===== config.mk =====
export PLATFORM = sky130hd
export DESIGN_NAME = red_spill_reg
export DESIGN_NICKNAME = d
export VERILOG_FILES = /design/src/logic/red_spill_reg.sv
export SDC_FILE = /design/constraint.sdc
export NUM_CORES = 1
export LEC_CHECK = 0
export ABC_AREA = 0
export ABC_CLOCK_PERIOD_IN_PS = 2400
export BUFFER_PORTS_ARGS = -buffer_cell sky130_fd_sc_hd__buf_2
export CORE_AREA = 10 10 47 49
export CTS_CLUSTER_SIZE = 16
export DETAILED_ROUTE_END_ITERATION = 8
export DIE_AREA = 0 0 57 59
export SYNTH_ARGS = -nofsm -noshare
export SYNTH_HDL_FRONTEND = slang
export SYNTH_SLANG_ARGS = --single-unit
export TNS_END_PERCENT = 30

===== constraint.sdc =====
create_clock -name clk_i -period 2.4 [get_ports clk_i]
set_input_delay 0.12 -clock clk_i [delete_from_list [all_inputs] [get_ports clk_i]]
set_output_delay 0.12 -clock clk_i [all_outputs]
set_load 0.02 [all_outputs]

===== src/logic/red_spill_reg.sv =====
////////////////////////////////////////////////////////////
// Spill register
// Two-entry cut on a valid/ready link, registers valid,
// ready and data while keeping one transfer per cycle
////////////////////////////////////////////////////////////

`timescale 1ns/1ps

module red_spill_reg #(
  parameter type T = logic
) (
  input  logic clk_i,
  input  logic rst_n_i,
  input  logic valid_i,
  output logic ready_o,
  input  T     data_i,
  output logic valid_o,
  input  logic ready_i,
  output T     data_o
);

  // Primary entry takes every input transfer
  T     prim_data_q;
  logic prim_full_q;
  logic prim_fill;
  logic prim_drain;

  // Overflow entry holds the older item while the output stalls
  T     ovf_data_q;
  logic ovf_full_q;
  logic ovf_fill;
  logic ovf_drain;

  assign prim_fill  = valid_i && ready_o;
  assign prim_drain = prim_full_q && !ovf_full_q;
  assign ovf_fill   = prim_drain && !ready_i;
  assign ovf_drain  = ovf_full_q && ready_i;

  always_ff @(posedge clk_i or negedge rst_n_i) begin
    if (!rst_n_i) begin
      prim_full_q <= 1'b0;
      ovf_full_q  <= 1'b0;
    end else begin
      prim_full_q <= prim_fill || (prim_full_q && !prim_drain);
      ovf_full_q  <= ovf_fill || (ovf_full_q && !ovf_drain);
    end
  end

  always_ff @(posedge clk_i) begin
    if (prim_fill) begin
      prim_data_q <= data_i;
    end
    if (ovf_fill) begin
      ovf_data_q <= prim_data_q;
    end
  end

  ////////////////////////////////////////////////////////////
  // Outputs
  ////////////////////////////////////////////////////////////

  // Stall upstream only with both entries taken
  assign ready_o = !prim_full_q || !ovf_full_q;
  assign valid_o = prim_full_q || ovf_full_q;

  // Overflow entry is always the older one
  assign data_o  = ovf_full_q ? ovf_data_q : prim_data_q;

endmodule


==> flow_metrics.tcl <==
set metrics [dict create \
    syn_nets 16 \
    start_util_pct 12.05 \
    io_pins 8 \
    vias 124 \
    hold_end "prim_data_q$_DFFE_PP_" \
    yosys_warnings 0 \
    die_area_um2 3363 \
    cts_made_buffers 3 \
    rr_endpoint "ovf_data_q$_DFFE_PP_" \
    drtIter0Drc 0 \
    ys_seq_elements 4 \
    grt_pass1_wl_um 683 \
    irDropWorstVdd_v 0.0001371 \
    critPathRequiredTime_ns 2.28 \
    cp-start-kind "register" \
    fin_crit_ns 1.271 \
    clk_pin_slew_ns 0.04 \
    power_density_nw_per_um2 761.6 \
    setup_viol 0 \
    antenna_found_initial 0 \
    cts.htree.levels 1 \
    layout.cells.non_filler 39 \
    ff_latch_area_um2 110.1 \
    final_net_count 29 \
    relSlewSlack_pct 85.40 \
    final_common_cell "buf_2" \
    hold_start "data_i" \
    pwr-share-comb_pct 12.1 \
    grt_pass1_vias 150 \
    dp.cells 34 \
    switching_share_pct 22.84 \
    gp_congestion 0.6716 \
    power_frac_clock_pct 46.3 \
    timing.final.crit_share_pct 52.95 \
    gr-total-overflow 0 \
    hold_class "input port to register" \
    p_seq_share_pct 41.6 \
    drc_errors 0 \
    routed_wl_um 377 \
    vias_per_cell 3.179 \
    fmax_mhz 786.9 \
    multi_input_area_um2 58.81 \
    syn_to_final_growth_pct 54.07 \
    worstSetupEndpointType "primary output" \
    rows 14 \
    maxSlewViolCount 0 \
    fill_cells 165 \
    postCtsSetupBuffers 0 \
    grt_max_degree 8 \
    layout_common_cells "7 x buf_2, 3 x clkbuf_4, 2 x edfxtp_1, 2 x dfrtp_1" \
    io_buffers 7 \
    final_layout_size_suffix_gt1_share_pct 56.52 \
    firstDrtPassIters 1 \
    ys_seq_area_share_pct 65.19 \
    p_sw_mw 0.04527 \
    hold_viol 0 \
    total_power_mw 0.1982 \
    syn_inst 11 \
    path_max_fanout 7 \
    status "finished clean" \
    die_h_um 59 \
    cts_tree "built" \
    die_w_um 57 \
    ant_nets 0 \
    max_cap_violations 0 \
    cts_root_buf "clkbuf_4" \
    tightest_slew_ns 0.2190 \
    grt_use_total_pct 2.993 \
    worst-r2r-setup-slack_ns 1.43 \
    hold_depth 1 \
    rsz0062_at_grt "no" \
    core-area_um2 1401 \
    antenna_cells_inserted 0 \
    p_leak_nw 0.1109 \
    p_int_mw 0.1529 \
    routedWlPerCell_um 9.667 \
    clock_insertion_delay_worst_skew_ns 0.24 \
    syn_avg_cell_area_um2 15.36 \
    rr_worst_depth 1 \
    fin_tns_setup_ns 0 \
    r2r-start "ovf_full_q$_DFF_PN0_" \
    cts_buffer_depth 2 \
    cp.arrival_ns 1.15 \
    cts_num_sinks 4 \
    path_class "register to primary output" \
    synth_area_um2 168.9 \
    synth_cell_types 9 \
    finClkSkew_ns 0.01040 \
]
## sequential cells by signal, indices dropped and copies added (netlist names)
register and cells:
ovf_data_q 1, ovf_full_q 1, prim_data_q 1, prim_full_q 1
## worst max path at each step
stage	from	end	slack [ns]
after floorplan	ovf_full_q$_DFF_PN0_	ovf_data_q$_DFFE_PP_	1.46
after global placement	ovf_full_q$_DFF_PN0_	data_o	1.39
after detailed placement	ovf_full_q$_DFF_PN0_	data_o	1.37
after CTS	ovf_full_q$_DFF_PN0_	data_o	1.11
after global routing	ovf_full_q$_DFF_PN0_	data_o	1.08
final	ovf_full_q$_DFF_PN0_	data_o	1.13
## timing repair
item | 4_1_cts | 5_1_grt
resized for setup | 0 | 0
hold buffers | 1 | 0
endpoints found under the hold margin | 2 | 0
## per-layer routing
| layer | GRT usage, % | vias to the layer above | wire length, µm | share of wire (%) |
|---|---|---|---|---|
| met3 | 4.292 | 0 | 71 | 19 |
| met4 | 3.020 | 0 | 0 | 0 |
| li1 | - | 65 | - | - |
| met1 | 2.881 | 51 | 209 | 55 |
| met2 | 2.481 | 8 | 96 | 25 |
| met5 | 0 | - | 0 | 0 |
## cells in the mapped netlist
library cell	n	area (µm²)
mux2_4	1	15.01
nand2_1	1	3.750
a21boi_0	1	7.510
edfxtp_1	2	60.06
or2_1	1	6.260
nor3b_1	1	7.510
dfrtp_1	2	50.05
a21o_2	1	8.760
o21ba_2	1	10.01
## cells by family after synthesis
group	after synthesis	synth area share (%)
flops	4	65.19
simple gates	3	10.37
mux	1	8.886
compound gates	3	15.56
## area by class of cell
type                            count  share of cell area (%)
Sequential cell                     4                   42.31
Multi-Input combinational cell      7                   22.60
Timing Repair Buffer                8                   17.31
Clock buffer                        4                   10.10
Tap cell                           16                   7.692
## per-stage QoR
stage                     setup slack [ns]  hold slack, ns  instance area [µm²]  util, %
after floorplan                      1.461         -0.1756                168.9        -
after global placement               1.391        -0.09020                224.0    15.98
after detailed placement             1.365        -0.09314                224.0    15.98
after CTS                            1.112         0.04024                260.3    18.57
after global routing                 1.076         0.04087                260.3    18.57
final                                1.129         0.05365                260.3    18.57
## worst max-delay path, stage by stage (launching register included)
cell	delay, ns
dfrtp_1	0.45
mux2_4	0.32
buf_2	0.16
## power by group through the flow
stage / logic [mW] / clock network [mW] / registers (mW)
6_report: 0.0240 / 0.0917 / 0.0825
5_1_grt: 0.0264 / 0.106 / 0.0832
4_1_cts: 0.0245 / 0.0985 / 0.0825
3_5_place_dp: 0.0232 / 0 / 0.0836
3_3_place_gp: 0.0231 / 0 / 0.0831
2_1_floorplan: 0.0145 / 0 / 0.0822
Note: power is estimated with default switching activity, not from simulation.
