===== config.mk =====
export PLATFORM = sky130hd
export DESIGN_NAME = red_op_decode
export DESIGN_NICKNAME = d
export VERILOG_FILES = /design/src/logic/red_pkg.sv /design/src/logic/red_op_decode.sv
export SDC_FILE = /design/constraint.sdc
export NUM_CORES = 1
export LEC_CHECK = 0
export ABC_AREA = 1
export BUFFER_PORTS_ARGS = -buffer_cell sky130_fd_sc_hd__buf_2
export CAP_MARGIN = 20
export CELL_PAD_IN_SITES_DETAIL_PLACEMENT = 2
export CELL_PAD_IN_SITES_GLOBAL_PLACEMENT = 2
export CORE_UTILIZATION = 10
export DETAILED_ROUTE_END_ITERATION = 10
export PLACE_DENSITY_LB_ADDON = 0.2
export SLEW_MARGIN = 10
export SYNTH_ARGS = -nofsm -noshare
export SYNTH_HDL_FRONTEND = slang
export SYNTH_SLANG_ARGS = --single-unit

===== constraint.sdc =====
create_clock -name vclk -period 1.1
set_input_delay 0.22 -clock vclk [all_inputs]
set_output_delay 0.22 -clock vclk [all_outputs]
set_load 0.02 [all_outputs]

===== src/logic/red_pkg.sv =====
////////////////////////////////////////////////////////////
// Reduction offload package
// Widths, operation and opcode encodings, the operand word
// and the structs passed between the pipeline stages
////////////////////////////////////////////////////////////

package red_pkg;

  localparam int unsigned DataWidth = 64;
  localparam int unsigned LaneWidth = 32;
  localparam int unsigned NumLanes  = 2;

  // Minmax mode bit
  localparam logic ModeMax = 1'b0;
  localparam logic ModeMin = 1'b1;

  // Network-side reduction operation, codes 4 to 7 are illegal
  typedef enum logic [2:0] {
    op_add = 3'd0,
    op_mul = 3'd1,
    op_max = 3'd2,
    op_min = 3'd3
  } red_op_e;

  // Execution opcode seen by the ALU
  typedef enum logic [1:0] {
    opc_add    = 2'd0,
    opc_mul    = 2'd1,
    opc_minmax = 2'd2
  } exe_opc_e;

  typedef logic signed [LaneWidth-1:0] lane_t;

  // One operand word, scalar or two-lane view
  typedef union packed {
    logic signed [DataWidth-1:0] scalar;
    lane_t       [NumLanes-1:0]  lanes;
  } red_word_u;

  // Offload request from the network side
  typedef struct packed {
    red_op_e         op;
    logic            vec;
    red_word_u [1:0] operands;
  } red_req_t;

  // Execution command with fixed operand slots
  typedef struct packed {
    exe_opc_e        opc;
    logic            mode;
    logic            vec;
    red_word_u [2:0] operands;
  } exe_cmd_t;

  typedef struct packed {
    red_word_u result;
  } red_rsp_t;

endpackage


===== src/logic/red_op_decode.sv =====
////////////////////////////////////////////////////////////
// Reduction operation decoder
// Turns a network reduction op into an execution command
// with the operands placed in their fixed slots
////////////////////////////////////////////////////////////

`timescale 1ns/1ps

module red_op_decode
  import red_pkg::*;
(
  input  red_req_t req_i,
  output exe_cmd_t cmd_o
);

  red_word_u opnd_a;
  red_word_u opnd_b;

  assign opnd_a = req_i.operands[0];
  assign opnd_b = req_i.operands[1];

  always_comb begin
    // Unused slots stay zero
    cmd_o      = '0;
    cmd_o.opc  = opc_add;
    cmd_o.mode = ModeMax;
    cmd_o.vec  = req_i.vec;

    case (req_i.op)
      op_add: begin
        // Slot 0 is the unused multiplicand
        cmd_o.opc         = opc_add;
        cmd_o.operands[0] = '0;
        cmd_o.operands[1] = opnd_a;
        cmd_o.operands[2] = opnd_b;
      end
      op_mul: begin
        cmd_o.opc         = opc_mul;
        cmd_o.operands[0] = opnd_a;
        cmd_o.operands[1] = opnd_b;
        cmd_o.operands[2] = '0;
      end
      op_max: begin
        cmd_o.opc         = opc_minmax;
        cmd_o.mode        = ModeMax;
        cmd_o.operands[0] = opnd_a;
        cmd_o.operands[1] = opnd_b;
        cmd_o.operands[2] = '0;
      end
      op_min: begin
        cmd_o.opc         = opc_minmax;
        cmd_o.mode        = ModeMin;
        cmd_o.operands[0] = opnd_a;
        cmd_o.operands[1] = opnd_b;
        cmd_o.operands[2] = '0;
      end
      default: begin
        // Illegal op adds zero to zero
        cmd_o.opc         = opc_add;
        cmd_o.operands[0] = '0;
        cmd_o.operands[1] = '0;
        cmd_o.operands[2] = '0;
      end
    endcase
  end

endmodule


==> results of run 1 <==
layout by cell type (no fill, tap or decap):
cell and n:
buf_12 14, buf_16 9, buf_2 177, buf_4 20
buf_6 141, buf_8 10, clkbuf_16 5, inv_1 129
inv_4 1, inv_8 1, nand2_8 2, nand3_1 51
nand3_2 9, nand3_4 4, nor2_1 1, nor2_2 64
nor2_4 65, nor3_2 1, nor3_4 1, o21ai_1 2
o21ai_2 59, o21ai_4 4
metrics by stage:
step                      area (um2)  hold WS (ns)  total power [mW]  cells
after floorplan                 2640         0.520              1.28    428
after global placement          4660         0.440              2.09   1016
after detailed placement        4660         0.440              2.13   1016
after CTS                       5520         0.440              2.55   1026
after global routing            6470         0.440              3.05   1035
final                           6470         0.440              2.86   1035
worst paths after layout:
check	depth (start not counted)	slack, ns	startpoint	end
hold / removal	0	0.44	req_i[128]	cmd_o[192]
setup / recovery	7	-0.31	req_i[131]	cmd_o[86]
repair_timing:
item                       CTS  global route
setup endpoints to repair  194           194
resized for setup          204           204
pin swaps                    4             4
hold buffers                 0             0
gates cloned                 5             9
buffers inserted             5             0
power groups by stage:
stage | Sequential, mW | Combinational [mW] | Clock [mW]
floorplan | 0 | 1.28 | 0
global placement | 0 | 2.09 | 0
detailed placement | 0 | 2.13 | 0
CTS | 0 | 2.55 | 0
global route | 0 | 3.05 | 0
finish | 0 | 2.86 | 0
layer usage:
layer  vias up  GRT usage
li1       1956          -
met1      1930      0.155
met2       218      0.286
met3         6     0.0397
met4         0    0.00840
met5         -          0
critical path: stages:
cell     delay (ns)
buf_8          0.11
nor2_4         0.16
buf_12         0.18
buf_16         0.16
nand3_1        0.12
o21ai_2        0.10
buf_6          0.13
cells by family after synthesis:
group | count (synthesis) | synth area share
compound gates | 65 | 0.177
buf+inv | 166 | 0.413
simple gates | 197 | 0.411
area by class of cell:
cell class | count | area (um2)
Inverter | 131 | 502
Tap cell | 265 | 332
Multi-Input combinational cell | 263 | 2210
Fill cell | 2305 | 13100
Timing Repair Buffer | 376 | 3430
==> results.md, run 1 <==
- Number of clock buffers in the layout: 0
- Setup ws final: -0.305 ns
- DIE HEIGHT: approximately 140 um
- Switching portion of total power: 0.557
- Post-synthesis cell type count: 13
- Syn Inst Count: 428
- Worst slew pin tran: just over 0.2 ns
- Final Hold Violating Endpoints: 0
- Layout cells sized above 1: 0.762
- Max transition margin: 0.861
- Avg Vias per Cell: 3.97
- Status: finished, violations left
- Core Region: around 20000 um2
- Total negative slack: -48.35 ns
- Worst Setup Start Kind: primary input
- Crit path arrival time: 1.19 ns
- NetSw: 1.60 mW
- Max layer used: met4
- Area growth from synthesis to layout: 221%
- Port Buf Inserts: ~330
- VDD IR-drop max: ~0.00014 V
- Area fraction of the dominant cell type after synthesis: 0.244
- Antenna Nets Post-Route: 0
- Setup-failing EPs final: around 190
- Clk pwr share: 0
- Cell area after synthesis: just over 2000 um2
- Number of antenna violations at the first check in global routing: 0
- Die W: roughly 140 um
- Rows: 51
- Leakage dissipation: between 3 and 4 nW
- Drt pass-1 iters: 4
- Ant diodes: 0
- Dpl hpwl: 12700 um
- WP data required: slightly below 0.9 ns
- Synthesized Nets: 560
- Largest net degree at the start of global routing: 34
- Setup crit end kind: output port
- PD cells: 442 nW/um2
- Final period util: 1.28
- Yosys top cell by area: inv_1
- Worst Path Max Fanout: 16
- Number of global-route vias before repair: 4317
- Slew Limit Fails: 0
- Sequential share of the synthesized area: 0
- Yosys warnings: 0
- Die area: around 21000 um2
- Storage element area: 0 um2
- M1 wire length: 6660 um
- Mean routed wirelength per cell: approximately 18 um
- Cell with the most instances after synthesis: inv_1
- Ports: between 300 and 400
- Tot GR Track Use: 0.144
- RSZ-0062 raised after global routing: yes
- Met2 Wirelength: roughly 9600 um
- Max cap viols: 0
- Nets: roughly 900
- First-pass GRT wire length: 23400 um
- Sequential share of power: 0
- Post-route minimum period: approximately 1.4 ns
- Achievable Freq: between 700 and 800 MHz
- HP Class: in2out
- Initial DRC Count: 45
- Comb pwr share: 1.000
- Pre-CTS WS: -0.383 ns
- Seq_cells: 0
- Top cells by area, synth: inv_1, nor2_1, nand3_1
- Total Wirelength: around 18000 um
- Final Util: 0.330
- List of most frequent post-synthesis cells: inv_1, nor2_1, nand3_1
- Setup CP Type: in2out
- Placer Congestion: ~0.75
- Power Internal: approximately 1.3 mW
- Initial core utilization: 0.103
- Mapped Avg Cell Area: about 4.7 um2
- Met3 routed WL: about 1800 um
- Drt drc: 0
- Vias: slightly above 4000
- Violated checks: setup timing
- Total gr overflow: 0
(Power assumes the default switching activity.)
==> inputs of run 2 (changes only) <==
--- a/config.mk
+++ b/config.mk
@@ -8,11 +8,12 @@
 export ABC_AREA = 1
 export BUFFER_PORTS_ARGS = -buffer_cell sky130_fd_sc_hd__buf_2
 export CAP_MARGIN = 20
-export CELL_PAD_IN_SITES_DETAIL_PLACEMENT = 2
+export CELL_PAD_IN_SITES_DETAIL_PLACEMENT = 1
 export CELL_PAD_IN_SITES_GLOBAL_PLACEMENT = 2
 export CORE_UTILIZATION = 10
 export DETAILED_ROUTE_END_ITERATION = 10
 export PLACE_DENSITY_LB_ADDON = 0.2
+export RECOVER_POWER = 50
 export SLEW_MARGIN = 10
 export SYNTH_ARGS = -nofsm -noshare
 export SYNTH_HDL_FRONTEND = slang
==> results.md, run 2 (same netlist as run 1, synthesis figures left out) <==
- Rows: 51
- Initial core utilization: 0.103
- Storage element area: 0 um2
- Die W: 144 um
- Max cap viols: 0
- Setup CP Type: in2out
- Drt pass-1 iters: 4
- Final Hold Violating Endpoints: 0
- Setup crit end kind: output port
- Number of clock buffers in the layout: 0
- VDD IR-drop max: ~0.00015 V
- Die area: between 20000 and 25000 um2
- Placer Congestion: ~0.75
- Max transition margin: 0.870
- Crit path arrival time: ~1.2 ns
- Seq_cells: 0
- Antenna Nets Post-Route: 0
- Sequential share of power: 0
- Tot GR Track Use: 0.122
- Port Buf Inserts: approximately 330
- Power Internal: between 1 and 1.5 mW
- Setup ws final: -0.306 ns
- Worst Setup Start Kind: primary input
- Area growth from synthesis to layout: 196%
- Switching portion of total power: 0.573
- Initial DRC Count: 40
- Drt drc: 0
- Layout cells sized above 1: 0.749
- DIE HEIGHT: between 100 and 150 um
- First-pass GRT wire length: between 20000 and 25000 um
- Achievable Freq: 711 MHz
- Number of global-route vias before repair: ~4000
- Status: finished, violations left
- Post-route minimum period: between 1 and 1.5 ns
- NetSw: between 1 and 1.5 mW
- Total Wirelength: between 15000 and 20000 um
- Worst slew pin tran: approximately 0.2 ns
- Avg Vias per Cell: 3.86
- RSZ-0062 raised after global routing: yes
- Vias: ~4000
- Number of antenna violations at the first check in global routing: 0
- Largest net degree at the start of global routing: 34
- Total gr overflow: 0
- Pre-CTS WS: -0.361 ns
- Leakage dissipation: 3.25 nW
- Final period util: 1.28
- Final Util: 0.304
- Worst Path Max Fanout: 11
- WP data required: ~0.88 ns
- Most frequent cells in the layout: buf_2, inv_1, buf_6
- Ant diodes: 0
- Commonest non-fill, non-tap cell in the layout: buf_2
- Slew Limit Fails: 0
- Nets: around 900
- PD cells: between 400 and 500 nW/um2
- HP Class: in2out
- Ports: around 330
- Clk pwr share: 0
- Core Region: around 20000 um2
- Comb pwr share: 1.000
- Dpl hpwl: 11600 um
- Violated checks: setup timing
- Mean routed wirelength per cell: about 16 um
- Setup-failing EPs final: 194
==> run 2: cell count changes in the layout (fill, tap and decap cells not counted), sizes merged <==
cell	delta
buf	-3
clkbuf	+3
clkinv	+1
inv	-1
==> run 2: through the flow <==
step,cell area [um2],TNS (ns),std cells,total power [mW],hold WS (ns)
after floorplan,2640,-2.36,428,1.28,0.520
after global placement,4660,-54.53,1016,2.09,0.440
after global routing,5960,-55.30,1035,2.78,0.440
after CTS,5140,-47.72,1022,2.33,0.440
after detailed placement,4660,-55.78,1016,2.10,0.440
final,5960,-44.23,1035,2.59,0.440
==> run 2: critical path, cell delays in order <==
cell	delay [ns]
buf_8	0.10
nor2_4	0.16
buf_12	0.15
nand2_8	0.11
buf_12	0.19
nor2_2	0.10
buf_4	0.15
==> run 2: layer usage <==
metal / GRT usage / vias to the layer above / share of wire
met5: 0 / - / 0
met4: 0.00224 / 0 / 0.0020
met2: 0.253 / 213 / 0.52
met3: 0.0313 / 2 / 0.097
met1: 0.126 / 1823 / 0.38
li1: - / 1954 / -
==> run 2: final timing paths <==
kind	to	depth (start not counted)	slack, ns	from
max	cmd_o[135]	7	-0.31	req_i[131]
min	cmd_o[192]	0	0.44	req_i[128]
==> run 2: timing repair <==
action | 4_1_cts | 5_1_grt
hold buffers | 0 | 0
gates cloned | 2 | 13
gates resized for setup | 128 | 156
pin swaps | 3 | 5
setup endpoints to repair | 194 | 194
setup buffers | 4 | 0
==> run 2: cell type report <==
type	count	area (um2)
Tap cell	265	332
Fill cell	2469	13600
Multi-Input combinational cell	263	2040
Inverter	131	518
Timing Repair Buffer	376	3080
==> run 2: power by group through the flow <==
stage | sequential (mW) | combinational, mW | clock [mW]
2_1_floorplan | 0 | 1.28 | 0
3_3_place_gp | 0 | 2.09 | 0
3_5_place_dp | 0 | 2.10 | 0
4_1_cts | 0 | 2.33 | 0
5_1_grt | 0 | 2.78 | 0
6_report | 0 | 2.59 | 0
